$ cat src/execUnit_defs.svh
`ifndef EXEC_UNIT_DEFS_SVH
`define EXEC_UNIT_DEFS_SVH

// --------------------
// Datapath sizing.
// --------------------

// Width of every register, operand and result.
`define DATA_W 16

// Number of general purpose registers.
`define REG_CNT 16

// Bits needed to address one register.
`define REG_IDX_W 4

// Immediate field width, sign-extended to DATA_W.
`define IMM_W 6

`endif

$ cat src/isaPkg.sv
`default_nettype none

`include "execUnit_defs.svh"

package isaPkg;

	// --------------------
	// Opcodes.
	// --------------------

	// Values 11 through 31 are undefined and decode as illegal.
	typedef enum logic [4:0] {
		ADD  = 5'd0,
		SUB  = 5'd1,
		CMP  = 5'd2,
		AND  = 5'd3,
		OR   = 5'd4,
		XOR  = 5'd5,
		NOT  = 5'd6,
		LSH  = 5'd7,
		RSH  = 5'd8,
		ARSH = 5'd9,
		MOV  = 5'd10
	} opcode_e;

	// --------------------
	// Instruction word.
	// --------------------

	// Register form, used when immSel is low.
	typedef struct packed {
		opcode_e                opcode;
		logic                   immSel;
		logic [`REG_IDX_W-1:0]  dst;
		logic [`REG_IDX_W-1:0]  src;
		logic [1:0]             pad;
	} regForm_t;

	// Immediate form. The immediate takes the place of src and pad.
	typedef struct packed {
		opcode_e                opcode;
		logic                   immSel;
		logic [`REG_IDX_W-1:0]  dst;
		logic signed [`IMM_W-1:0] imm;
	} immForm_t;

	// The same 16 bits seen either way.
	typedef union packed {
		regForm_t r;
		immForm_t i;
	} instrWord_t;

endpackage

`default_nettype wire

$ cat src/execPkg.sv
`default_nettype none

`include "execUnit_defs.svh"

package execPkg;

	// Processor status flags with C in bit 0.
	typedef struct packed {
		logic n;
		logic z;
		logic f;
		logic l;
		logic c;
	} aluFlags_t;

	// --------------------
	// Host interface.
	// --------------------

	typedef struct packed {
		isaPkg::instrWord_t instr;
	} execReq_t;

	typedef enum logic {
		OK      = 1'b0,
		ILLEGAL = 1'b1
	} execStatus_e;

	// Flags here are the PSR after the instruction.
	typedef struct packed {
		logic [`DATA_W-1:0] result;
		aluFlags_t          flags;
		execStatus_e        status;
	} execRsp_t;

endpackage

`default_nettype wire

$ cat src/alu.sv
`timescale 1ns/1ns
`default_nettype none

`include "execUnit_defs.svh"

module alu (
	input  isaPkg::opcode_e     opcode,
	input  logic [`DATA_W-1:0]  srcVal,
	input  logic [`DATA_W-1:0]  dstVal,
	input  execPkg::aluFlags_t  psr,
	output logic [`DATA_W-1:0]  result,
	output execPkg::aluFlags_t  flags,
	output logic                wrResult,
	output logic                wrFlags,
	output logic                illegal
);
	import isaPkg::*;
	import execPkg::*;

	logic [`DATA_W-1:0] addend;
	logic               carryIn;
	logic [`DATA_W-1:0] sum;
	logic               carryOut;
	logic               overflow;
	logic               unsignedLess;
	logic               signedLess;
	logic               equal;

	// --------------------
	// Shared adder.
	// --------------------

	// SUB adds the inverted source with a carry-in of one.
	always_comb begin
		addend = (opcode == SUB) ? ~srcVal : srcVal;
		carryIn = (opcode == SUB);
		{carryOut, sum} = {1'b0, dstVal} + {1'b0, addend} + {{`DATA_W{1'b0}}, carryIn};
		// Both adder inputs agree in sign but the sum does not.
		overflow = (addend[`DATA_W-1] == dstVal[`DATA_W-1]) &&
			(sum[`DATA_W-1] != dstVal[`DATA_W-1]);
	end

	// Ordering flags compare dst against src.
	assign unsignedLess = dstVal < srcVal;
	assign signedLess = $signed(dstVal) < $signed(srcVal);
	assign equal = dstVal == srcVal;

	// --------------------
	// Operation select.
	// --------------------

	always_comb begin
		result = dstVal;
		flags = psr;
		wrResult = 1'b0;
		wrFlags = 1'b0;
		illegal = 1'b0;
		case (opcode)
			ADD, SUB: begin
				result = sum;
				flags = '{n: signedLess, z: equal, f: overflow, l: unsignedLess, c: carryOut};
				wrResult = 1'b1;
				wrFlags = 1'b1;
			end
			CMP: begin
				// Carry and overflow survive a compare.
				flags = '{n: signedLess, z: equal, f: psr.f, l: unsignedLess, c: psr.c};
				wrFlags = 1'b1;
			end
			AND: begin
				result = srcVal & dstVal;
				wrResult = 1'b1;
			end
			OR: begin
				result = srcVal | dstVal;
				wrResult = 1'b1;
			end
			XOR: begin
				result = srcVal ^ dstVal;
				wrResult = 1'b1;
			end
			NOT: begin
				result = ~srcVal;
				wrResult = 1'b1;
			end
			LSH: begin
				result = {srcVal[`DATA_W-2:0], 1'b0};
				wrResult = 1'b1;
			end
			RSH: begin
				result = {1'b0, srcVal[`DATA_W-1:1]};
				wrResult = 1'b1;
			end
			ARSH: begin
				result = {srcVal[`DATA_W-1], srcVal[`DATA_W-1:1]};
				wrResult = 1'b1;
			end
			MOV: begin
				result = srcVal;
				wrResult = 1'b1;
			end
			default: begin
				illegal = 1'b1;
			end
		endcase
	end

endmodule

`default_nettype wire

$ cat src/regFile.sv
`timescale 1ns/1ns
`default_nettype none

`include "execUnit_defs.svh"

module regFile (
	input  logic                   clk,
	input  logic                   rst,
	input  logic [`REG_IDX_W-1:0]  rdIdxA,
	input  logic [`REG_IDX_W-1:0]  rdIdxB,
	output logic [`DATA_W-1:0]     rdValA,
	output logic [`DATA_W-1:0]     rdValB,
	input  logic                   wrEn,
	input  logic [`REG_IDX_W-1:0]  wrIdx,
	input  logic [`DATA_W-1:0]     wrVal
);

	logic [`DATA_W-1:0] regs [`REG_CNT];

	// Reads see the array directly, so a write shows up after the edge.
	assign rdValA = regs[rdIdxA];
	assign rdValB = regs[rdIdxB];

	// One write port.
	always_ff @(posedge clk) begin
		if (rst) begin
			for (int i = 0; i < `REG_CNT; i++) begin
				regs[i] <= '0;
			end
		end else if (wrEn) begin
			regs[wrIdx] <= wrVal;
		end
	end

endmodule

`default_nettype wire

$ cat src/execCtrl.sv
`timescale 1ns/1ns
`default_nettype none

`include "execUnit_defs.svh"

module execCtrl (
	input  logic                   clk,
	input  logic                   rst,
	input  logic                   req,
	input  execPkg::execReq_t      reqData,
	output logic                   ack,
	output execPkg::execRsp_t      rspData,
	output logic [`REG_IDX_W-1:0]  rdIdxA,
	output logic [`REG_IDX_W-1:0]  rdIdxB,
	input  logic [`DATA_W-1:0]     rdValA,
	input  logic [`DATA_W-1:0]     rdValB,
	output logic                   wrEn,
	output logic [`REG_IDX_W-1:0]  wrIdx,
	output logic [`DATA_W-1:0]     wrVal,
	output isaPkg::opcode_e        opcode,
	output logic [`DATA_W-1:0]     srcVal,
	output logic [`DATA_W-1:0]     dstVal,
	output execPkg::aluFlags_t     psr,
	input  logic [`DATA_W-1:0]     result,
	input  execPkg::aluFlags_t     flags,
	input  logic                   wrResult,
	input  logic                   wrFlags,
	input  logic                   illegal
);
	import isaPkg::*;
	import execPkg::*;

	typedef enum logic [1:0] {
		IDLE,
		EXEC,
		DONE
	} state_e;

	state_e             state;
	instrWord_t         instr;
	logic [`DATA_W-1:0] immVal;
	logic               execCycle;

	// --------------------
	// Decode.
	// --------------------

	// reqData is held stable by the host while req is high.
	assign instr = reqData.instr;
	assign execCycle = (state == EXEC);

	assign immVal = {{(`DATA_W-`IMM_W){instr.i.imm[`IMM_W-1]}}, instr.i.imm};

	assign opcode = instr.r.opcode;
	assign rdIdxA = instr.r.dst;
	assign rdIdxB = instr.r.src;
	assign dstVal = rdValA;
	assign srcVal = instr.r.immSel ? immVal : rdValB;

	// Writeback lands on the edge that ends EXEC.
	assign wrEn = execCycle && wrResult;
	assign wrIdx = instr.r.dst;
	assign wrVal = result;

	// --------------------
	// Handshake FSM and PSR.
	// --------------------

	always_ff @(posedge clk) begin
		if (rst) begin
			state <= IDLE;
			ack <= 1'b0;
			psr <= '0;
		end else begin
			case (state)
				IDLE: begin
					if (req) begin
						state <= EXEC;
					end
				end
				EXEC: begin
					state <= DONE;
					ack <= 1'b1;
					if (wrFlags) begin
						psr <= flags;
					end
				end
				DONE: begin
					// Hold the response until the host lets go.
					if (!req) begin
						state <= IDLE;
						ack <= 1'b0;
					end
				end
				default: begin
					state <= IDLE;
				end
			endcase
		end
	end

	// Response is captured with the writeback and held through DONE.
	// The ALU passes psr through as flags when it leaves the PSR alone.
	always_ff @(posedge clk) begin
		if (execCycle) begin
			rspData.result <= result;
			rspData.flags <= flags;
			rspData.status <= illegal ? ILLEGAL : OK;
		end
	end

endmodule

`default_nettype wire

$ cat src/execUnit.sv
`timescale 1ns/1ns
`default_nettype none

`include "execUnit_defs.svh"

module execUnit (
	input  logic               clk,
	input  logic               rst,
	input  logic               req,
	input  execPkg::execReq_t  reqData,
	output logic               ack,
	output execPkg::execRsp_t  rspData
);
	import isaPkg::*;
	import execPkg::*;

	// Register file ports.
	logic [`REG_IDX_W-1:0] rdIdxA;
	logic [`REG_IDX_W-1:0] rdIdxB;
	logic [`DATA_W-1:0]    rdValA;
	logic [`DATA_W-1:0]    rdValB;
	logic                  wrEn;
	logic [`REG_IDX_W-1:0] wrIdx;
	logic [`DATA_W-1:0]    wrVal;

	// ALU ports.
	opcode_e               opcode;
	logic [`DATA_W-1:0]    srcVal;
	logic [`DATA_W-1:0]    dstVal;
	aluFlags_t             psr;
	logic [`DATA_W-1:0]    result;
	aluFlags_t             flags;
	logic                  wrResult;
	logic                  wrFlags;
	logic                  illegal;

	execCtrl ctrl (
		.clk(clk), .rst(rst),
		.req(req), .reqData(reqData), .ack(ack), .rspData(rspData),
		.rdIdxA(rdIdxA), .rdIdxB(rdIdxB), .rdValA(rdValA), .rdValB(rdValB),
		.wrEn(wrEn), .wrIdx(wrIdx), .wrVal(wrVal),
		.opcode(opcode), .srcVal(srcVal), .dstVal(dstVal), .psr(psr),
		.result(result), .flags(flags),
		.wrResult(wrResult), .wrFlags(wrFlags), .illegal(illegal)
	);

	regFile regs (
		.clk(clk), .rst(rst),
		.rdIdxA(rdIdxA), .rdIdxB(rdIdxB), .rdValA(rdValA), .rdValB(rdValB),
		.wrEn(wrEn), .wrIdx(wrIdx), .wrVal(wrVal)
	);

	alu ops (
		.opcode(opcode), .srcVal(srcVal), .dstVal(dstVal), .psr(psr),
		.result(result), .flags(flags),
		.wrResult(wrResult), .wrFlags(wrFlags), .illegal(illegal)
	);

endmodule

`default_nettype wire

$ cat config.mk
export PLATFORM = sky130hd
export DESIGN_NAME = execUnit
export DESIGN_NICKNAME = d
export VERILOG_FILES = /design/src/isaPkg.sv /design/src/execPkg.sv /design/src/alu.sv /design/src/regFile.sv /design/src/execCtrl.sv /design/src/execUnit.sv
export VERILOG_INCLUDE_DIRS = /design/src
export SDC_FILE = /design/constraint.sdc
export NUM_CORES = 1
export LEC_CHECK = 0
export BUFFER_PORTS_ARGS = -buffer_cell sky130_fd_sc_hd__buf_2
export CAP_MARGIN = 20
export CORE_MARGIN = 2
export CORE_UTILIZATION = 55
export CTS_CLUSTER_DIAMETER = 120
export DETAILED_ROUTE_END_ITERATION = 7
export PLACE_DENSITY_LB_ADDON = 0.3
export SYNTH_ARGS = -nofsm -noshare
export SYNTH_HDL_FRONTEND = slang
export SYNTH_SLANG_ARGS = --single-unit
$ cat constraint.sdc
create_clock -name clk -period 7.5 [get_ports clk]
set_clock_uncertainty 0.2 [all_clocks]
set_input_delay 0.75 -clock clk [delete_from_list [all_inputs] [get_ports clk]]
set_output_delay 0.75 -clock clk [all_outputs]
set_load 0.03 [all_outputs]
After elaboration in Yosys (flattened, before gate mapping)

Memories as Yosys holds them, arrays and structs flattened.
Index checks and enable logic that the tools add are counted.

Add/subtract/negate cells: 2
Eq/ne operators: 17
Reduce and logical (&&, ||, !) cells: 13
Bitwise gates (word level): 4
Order comparisons: 2
Mux-type cells: 20

Operator list:

| cell                                                            | count |
|---|---|
| 16-bit one-hot mux with 9 select lines                          | 1 |
| 16-bit 2-to-1 mux                                               | 3 |
| 16-bit < comparator                                             | 2 |
| 5-bit by 3-bit == test with 1-bit output, second input constant | 4 |
| 16-bit by 16-bit adder with 17-bit output                       | 1 |
| 17-bit by 1-bit adder with 17-bit output                        | 1 |
| 16-bit AND                                                      | 1 |
| 16-bit == test                                                  | 1 |
| 16-bit NOT                                                      | 1 |
| 16-bit bitwise OR                                               | 1 |
| 16-bit OR reduction                                             | 1 |
| 16-bit XOR                                                      | 1 |
| 5-bit by 4-bit == test with 1-bit output, second input constant | 3 |
| 11-bit OR reduction                                             | 1 |
| 5-bit by 2-bit == test with 1-bit output, second input constant | 2 |
| 1-bit 2-to-1 mux                                                | 10 |
| 5-bit one-hot mux with 2 select lines                           | 1 |
| 10-bit OR reduction                                             | 1 |
| 2-bit one-hot mux with 3 select lines                           | 1 |
| 2-bit AND reduction                                             | 3 |
| 5-bit by 1-bit == test with 1-bit output, second input constant | 1 |
| 5-bit zero test                                                 | 1 |
| 2-bit 2-to-1 mux                                                | 2 |
| 4-bit 2-to-1 mux                                                | 1 |
| other kinds (11)                                                | 13 |

Bits in registers: 30
Memories: 1
Output and inout bits: 23
Logic and storage cells: 73
Bits in writable memories: 256

Memories:

| name      | words | width | read ports | clocked after Yosys merged registers in | wr ports | line          | RTL |
|---|---|---|---|---|---|---|---|
| regs.regs | 16    | 16    | 2          | 0                                       | 16       | regFile.sv:18 | `` logic [`DATA_W-1:0] regs [`REG_CNT]; `` |

Depth between registers and ports, before layout

Gate-level depths: netlist of the first run.

Depth after elaboration: 9
Depth in mapped cells: 19
Mapped depth without buffers: 15

By module

Synthesis of the first run repeated with hierarchy kept, for this count alone.

Cell total of the unflattened synthesis: 1398
Area total of the unflattened synthesis: 17869.6 um^2

Modules (own cells, without submodules):

| module   | area each (um^2) | cells each | instances |
|---|---|---|---|
| regFile  | 13385.3          | 859        | 1 |
| alu      | 2936.6           | 402        | 1 |
| execCtrl | 1547.7           | 137        | 1 |

Least setup slack after synthesis of the first run

No wires, ideal clock.

Path kind: input-to-reg
Start point: input reqData[6] (netlist bit)
End point: memory regs.regs[0][14] (netlist bit), data pin
Data arrival time: 5005 ps
Path slack: 2030 ps
Path buffers: 5
Setup time: 265 ps
Stages on the path: 16
Cell sequence: buf_2 > buf_4 > buf_4 > buf_2 > mux4_2 > mux4_2 > fa_1 > a21o_1 > a21oi_1 > o211ai_1 > a211oi_1 > o21bai_1 > and4_1 > nor3_2 > buf_2 > nor2_1

RTL lines:

| item               | line           | RTL |
|---|---|---|
| start: declaration | execUnit.sv:10 | `input execPkg::execReq_t reqData,` |
| end: declaration   | regFile.sv:18  |  |

==> results.yml, run 1 <==
run_status:
  status: "finished, final reports clean"
critical_path:
  critPathTopFamily: "compound AO/OA/AOI/OAI gates"
  crit_type: "primary input to flip-flop"
  end_kind: "flip-flop"
  crit_start: "reqData[6]"
  worst-path-buf-inv: 2
  cp.arrival_ps: 5710
  critPathMaxFanout: 42
  crit_chain: "buf_4, buf_4, mux4_2, mux4_2, ha_1, a21o_1, a21o_1, a21oi_1, mux2i_1, a21oi_1, o21ai_0, a221oi_2, a21oi_1"
  cp_slowest_cell: "a221oi_2"
  timing.rr.start: "regs.regs[7][2]"
  cpPeakStageDelay_ps: 960
  worst_setup_path_start_kind: "primary input"
  cp.required_ps: 7550
  worst_path_most_repeated_cell: "a21oi_1"
clocking:
  ctsHoldBuffers: 0
  cts_setup_buffers: 0
  clockRootBuffer: "clkbuf_16"
  cts_tree: "done"
  clkSinkCount: 286
  cts_max_path_buffers: 3
  htree_levels: 1
  cts_buffers: 31
  cts_resized: 0
  clkTransAtPathRegs_ps: 60
  clock_latency_ps: 560
synthesis:
  synth.net_count: 1489
  yosys.area.top_type_share: 0.4760
  synth_edf_count: 278
  syn_area_sq_um: 17540
  synth_warnings: 0
  yosysMostFrequentCell: "edfxtp_1"
  synth.area.top_cells: "edfxtp_1 (48%), mux4_2 (18%), nor2_1 (5.9%), ha_1 (5.4%), mux2i_1 (1.6%)"
  ys_types: 79
  syn_area_per_cell_sq_um: 12.58
  synth_top_area_cell: "edfxtp_1"
  synth_cells: 1394
  synthArstFlopShare: 0
  yosysSeqAreaShare: 0.4851
  synth_seq_cells: 286
  synthTopCellsByCount: "edfxtp_1 (278), nor2_1 (277), mux4_2 (144)"
  synthFlopType: "edfxtp_1"
power_and_ir_drop:
  switching_share: 0.2852
  p_clk_frac: 0.361
  switching_power_mw: 1.181
  vdd_drop_max_mv: 0.2483
  pwr-share-comb: 0.194
  p_int_mw: 2.960
  p_per_area_nw_per_um2: 216.2
  power_mw: 4.141
  pwr-share-seq: 0.445
  p_leak_nw: 7.227
drt:
  drt_iter0_drc: 2061
  firstDrtPassIters: 6
  vias_per_cell: 7.016
  detail_route.wl_per_cell_microns: 29.35
  postRouteAntennaNets: 0
  drc: 0
  vias: 12909
  routed_wl_mm: 54.01
sta:
  maxSlewViolCount: 0
  rsz0062_at_grt: "no"
  fin_crit_ps: 5656
  fin_crit_sh: 0.7542
  setup_viol: 0
  maxSlewHeadroom: 0.1301
  worst_pin_slew_ps: 1305
  fmax_mhz: 176.8
  finalWorstSetupSlack_ps: 1844
  tns_ps: 0
  finalHoldViolations: 0
placement:
  dp_slack_ps: 1322
  place.gp.congestion: 0.9862
  dpl.hpwl_mm: 34.64
  portBuffers: 41
grt:
  grt_pass1_wl_mm: 80.54
  grt_overflow: 0
  grt_pass1_vias: 12864
  gr-usage-all-layers: 0.3287
  grt_max_degree: 53
  antenna_found_initial: 0
die:
  core_sq_um: 31470
  die_width_microns: 182.6
  rows: 65
  die_h_microns: 182.6
  start_util: 0.5572
  dieArea_sq_um: 33330
  ioPinCount: 42
min_path:
  hold_path_class: "flip-flop to flip-flop"
  min_from: "ctrl.state[0]"
final_layout:
  final_nets: 1510
  n_antenna_cell: 0
  synthToLayoutAreaGrowth_pct: 9.203
  layout-drive-gt1-share: 0.2135
  seqCellArea_sq_um: 8508
  nFillCells: 2449
  multi_input_area_sq_um: 8265
flow_run:
  max-cap-violations: 0
path summary, 6_finish.rpt:
path                                     endpoint  slack [ps]  depth (start not counted)
worst min-delay path                ctrl.state[0]         270                          1
worst max-delay path            regs.regs[14][15]        1840                         13
worst min register to register      ctrl.state[0]         270                          1
worst max register to register   regs.regs[6][13]        2350                         13
cells by family (layout without fill, tap and decap cells):
| kind of cell | Yosys count | in the layout | synth area share |
|---|---|---|---|
| and+or+nand+nor | 453 | 453 | 0.1122 |
| DFF | 286 | 286 | 0.4851 |
| AOI/OAI and AO/OA | 216 | 216 | 0.08904 |
| muxes | 176 | 176 | 0.2036 |
| buffers and inverters | 164 | 208 | 0.04388 |
| adders and majority gates | 76 | 76 | 0.05465 |
| xor gates and xnor gates | 23 | 23 | 0.01149 |
state kept, by name, summed over array words and instances (netlist names):
name,count
ctrl.rspData,22
ctrl.ack,1
ctrl.state,2
ctrl.psr,5
regs.regs,256
final cells by class:
cell class | instances | area share
Tap cell | 402 | 0.02626
Inverter | 60 | 0.01176
Sequential cell | 286 | 0.4442
Timing Repair Buffer | 92 | 0.03567
Clock buffer | 40 | 0.04227
Clock inverter | 16 | 0.008232
Multi-Input combinational cell | 944 | 0.4316
stage by stage:
stage               hold slack (ps)  std cells    util  cell area, sq um
floorplan                     228.7       1394       -             17540
global placement              248.5       1778  0.5743             18070
detailed placement            257.4       1780  0.5754             18110
CTS                           257.0       1836  0.6061             19080
global route                  284.3       1840  0.6085             19150
finish                        271.5       1840  0.6085             19150
per-layer routing:
layer / up-vias / global-route usage / share of wire
li1: 5331 / - / -
met1: 6346 / 0.4327 / 0.35
met2: 988 / 0.5129 / 0.46
met3: 244 / 0.07523 / 0.13
met4: 0 / 0.1748 / 0.058
met5: - / 0 / 0
power by group through the flow:
stage / registers (mW) / clock network [mW] / logic [mW]
2_1_floorplan: 1.88 / 0 / 0.548
3_3_place_gp: 1.87 / 0 / 0.762
3_5_place_dp: 1.87 / 0 / 0.774
4_1_cts: 1.84 / 1.50 / 0.779
5_1_grt: 1.85 / 1.56 / 0.855
6_report: 1.84 / 1.50 / 0.802
cells in the final DEF, fill, tap and decap left out, types with 32 or more instances in the layout:
cell,Yosys,routed
a21oi_1,51,51
inv_1,57,57
edfxtp_1,278,278
buf_4,14,46
nor2_1,277,277
mux4_2,144,144
nand2_1,61,61
buf_2,24,39
ha_1,75,75
clkbuf_16,0,32
Power figures use the tool's default switching activity.
==> run 2, diff against run 1 <==
--- a/config.mk
+++ b/config.mk
@@ -6,6 +6,7 @@
 export SDC_FILE = /design/constraint.sdc
 export NUM_CORES = 1
 export LEC_CHECK = 0
+export ABC_AREA = 1
 export BUFFER_PORTS_ARGS = -buffer_cell sky130_fd_sc_hd__buf_2
 export CAP_MARGIN = 20
 export CORE_MARGIN = 2
==> constraint.sdc (replaced) <==
create_clock -name clk -period 5.9 [get_ports clk]
set_clock_uncertainty 0.2 [all_clocks]
set_input_delay 0.59 -clock clk [delete_from_list [all_inputs] [get_ports clk]]
set_output_delay 0.59 -clock clk [all_outputs]
set_load 0.03 [all_outputs]
==> run 2 against run 1 <==
  * Non-clock buffer count increased by 15
  * Synthesized area is essentially flat
  * Via count increased by 26%
  * Count of clock-buffer cells in the layout down 2
  * Global-route usage grew 2.6 points
  * Synthesized cell count is 44% higher
  * First-iteration DRC count is 29% higher
  * Die area about the same
  * Power up 27%
  * Critical path type unchanged
  * Largest power group unchanged
==> results.yml, run 2 <==
run_status:
  status: "finished, final reports clean"
synthesis:
  synth_mux_area_frac: 0
  synth_cells: 2004
  synth_warnings: 0
  yosysMostFrequentCell: "nor2_1"
  synth_xor_area_frac: 0.007489
  synthTopCellsByCount: "nor2_1 (420), nand2_1 (361), edfxtp_1 (278)"
  synth_top_family_by_area: "simple AND/OR/NAND/NOR gates"
  syn_area_sq_um: 17540
  synth.net_count: 2099
  synth_compound_area_frac: 0.1647
  synth_edf_count: 278
  synth.area.top_cells: "edfxtp_1 (48%), nor2_1 (9.0%), nand2_1 (7.7%), ha_1 (5.3%), a22oi_1 (5.1%)"
  syn_area_per_cell_sq_um: 8.754
  synth_simple_gate_area_frac: 0.2194
  synthArstFlopShare: 0
  yosys.area.top_type_share: 0.4759
  yosysSeqAreaShare: 0.4850
  synthAdderAreaFrac: 0.05463
  ys_types: 53
  synthFlopType: "edfxtp_1"
  synth_top_area_cell: "edfxtp_1"
  synth_seq_cells: 286
final_layout:
  final_core_util: 0.6078
  final_common_cell: "nor2_1"
  final_nets: 2113
  top_regs: "regs.regs (256), ctrl.rspData (22), ctrl.psr (5)"
  regMostFlops: "regs.regs"
  largest_reg_flops: 256
  synthToLayoutAreaGrowth_pct: 9.036
  final_cell_mix: "nor2_1 (416), nand2_1 (361), edfxtp_1 (278)"
  fin_area_sq_um: 19130
  layout-drive-gt1-share: 0.1049
  n_antenna_cell: 0
critical_path:
  crit_type: "primary input to flip-flop"
  worst_setup_path_start_kind: "primary input"
  r2r_slack_ps: 1580
  r2r_cells: 20
  reg2reg_to: "regs.regs[5][14]"
  cp.arrival_ps: 4770
  critPathCapture: "regs.regs[5][14]"
  critPathMaxFanout: 49
  crit_start: "reqData[2]"
  end_kind: "flip-flop"
  cp.required_ps: 6010
  timing.rr.start: "regs.regs[13][1]"
drt:
  firstDrtPassIters: 7
  drc: 0
  vias_per_cell: 6.661
  vias: 16274
  drt_iter0_drc: 2659
  detail_route.wl_per_cell_microns: 24.48
  postRouteAntennaNets: 0
  routed_wl_mm: 59.81
sta:
  rsz0062_at_grt: "no"
  setup_viol: 0
  fmax_mhz: 214.8
  worst_pin_slew_ps: 1115
  maxSlewHeadroom: 0.2567
  fin_crit_ps: 4656
  fin_crit_sh: 0.7892
  finalHoldViolations: 0
  tns_ps: 0
  maxSlewViolCount: 0
  finalWorstSetupSlack_ps: 1244
grt:
  gr-usage-all-layers: 0.3550
  grt_overflow: 0
  grt_pass1_vias: 15299
  antenna_found_initial: 0
  grt_max_degree: 83
  grt_pass1_wl_mm: 89.89
power_and_ir_drop:
  p_per_area_nw_per_um2: 275.8
  vdd_drop_max_mv: 0.2529
  p_leak_nw: 7.577
clocking:
  clkTransAtPathRegs_ps: 60
  ctsHoldBuffers: 0
  htree_levels: 1
  clockRootBuffer: "clkbuf_16"
  cts_max_path_buffers: 3
  clkSinkCount: 286
  cts_setup_buffers: 0
  cts_buffers: 31
  clock_latency_ps: 590
  cts_resized: 0
  cts_tree: "done"
flow_run:
  max-cap-violations: 0
die:
  die_h_microns: 182.6
  core_sq_um: 31470
  rows: 65
  start_util: 0.5574
  ioPinCount: 42
  dieArea_sq_um: 33340
  die_width_microns: 182.6
placement:
  placed_cell_area_sq_um: 18140
  portBuffers: 41
  dp_slack_ps: 764.8
  place.gp.congestion: 0.9774
  dpl.hpwl_mm: 38.35
min_path:
  min_from: "rst"
  hold_path_class: "primary input to flip-flop"
  hold_path_depth: 2
-- run 2: cell count changes in the layout (fill, tap and decap cells not counted), sizes merged, moves of 26 or more --
cell,before,now
nand2,61,372
nand2b,26,0
nand3,9,88
inv,61,105
mux4,144,0
o21ai,31,151
mux2i,29,0
nor2,277,425
a22oi,11,120
-- run 2: critical path: stages --
cell and delay, ps:
buf_4 220, inv_4 370, buf_12 310, buf_4 270, nor2_1 60, nor2_1 70
o21ai_0 100, o211ai_1 110, nand3_1 80, nand2_1 240, xor2_1 110, ha_1 360
nand2_1 110, nor3_1 60, nand3_1 60, nand3_1 120, nand3_1 90, nand2_1 80
nand3_1 70, nand2_1 80, or2_2 280, nand3_1 70, nand3_1 200, a21oi_4 500
nor2_1 80
-- run 2: how the worst min path moves through the flow --
stage                    end  slack [ps]
2_1_floorplan  ctrl.state[0]         200
3_3_place_gp   ctrl.state[0]         210
3_5_place_dp   ctrl.state[0]         210
4_1_cts             ctrl.ack           6
5_1_grt             ctrl.ack          10
6_report            ctrl.ack          20
-- run 2: routing by layer --
metal	part of all wire	global-route usage	wire, microns	up-vias
met1	0.36	0.4697	21810	7584
li1	-	-	-	7031
met5	0	0	0	-
met2	0.44	0.5489	26110	1367
met4	0.062	0.1829	3690	0
met3	0.14	0.08102	8196	292
-- run 2: where the power goes --
| group | internal, mW | switching [mW] | total (mW) |
|---|---|---|---|
| clock network | 1.10 | 0.856 | 1.95 |
| logic | 0.264 | 0.714 | 0.978 |
| registers | 2.30 | 0.0412 | 2.34 |
-- run 2: logic make-up (layout without fill, tap and decap cells) --
logic type,Yosys count,count (layout)
AO/OA/AOI/OAI,433,433
XOR/XNOR,15,15
adder cells (fa/ha/maj),76,76
buffers and inverters,250,287
flip-flops,286,286
AND/OR/NAND/NOR,944,944
-- run 2: per-stage QoR --
| stage | std cells | hold WS (ps) | power [mW] |
|---|---|---|---|
| 6_report | 2443 | 19.40 | 5.276 |
| 5_1_grt | 2443 | 10.97 | 5.436 |
| 4_1_cts | 2443 | 6.457 | 5.238 |
| 3_5_place_dp | 2387 | 212.6 | 3.328 |
| 3_3_place_gp | 2387 | 206.3 | 3.308 |
| 2_1_floorplan | 2004 | 195.9 | 3.040 |
-- run 2: layout make-up --
| type | instances | area [sq um] |
|---|---|---|
| timing repair buffer | 107 | 803.3 |
| fill | 2689 | 12350 |
| clock inverter | 18 | 186.4 |
| sequential | 286 | 8508 |
| multi-input combinational | 1468 | 7858 |
| inverter | 124 | 467.9 |
| clock buffer | 38 | 802.0 |
| tap | 402 | 503.0 |
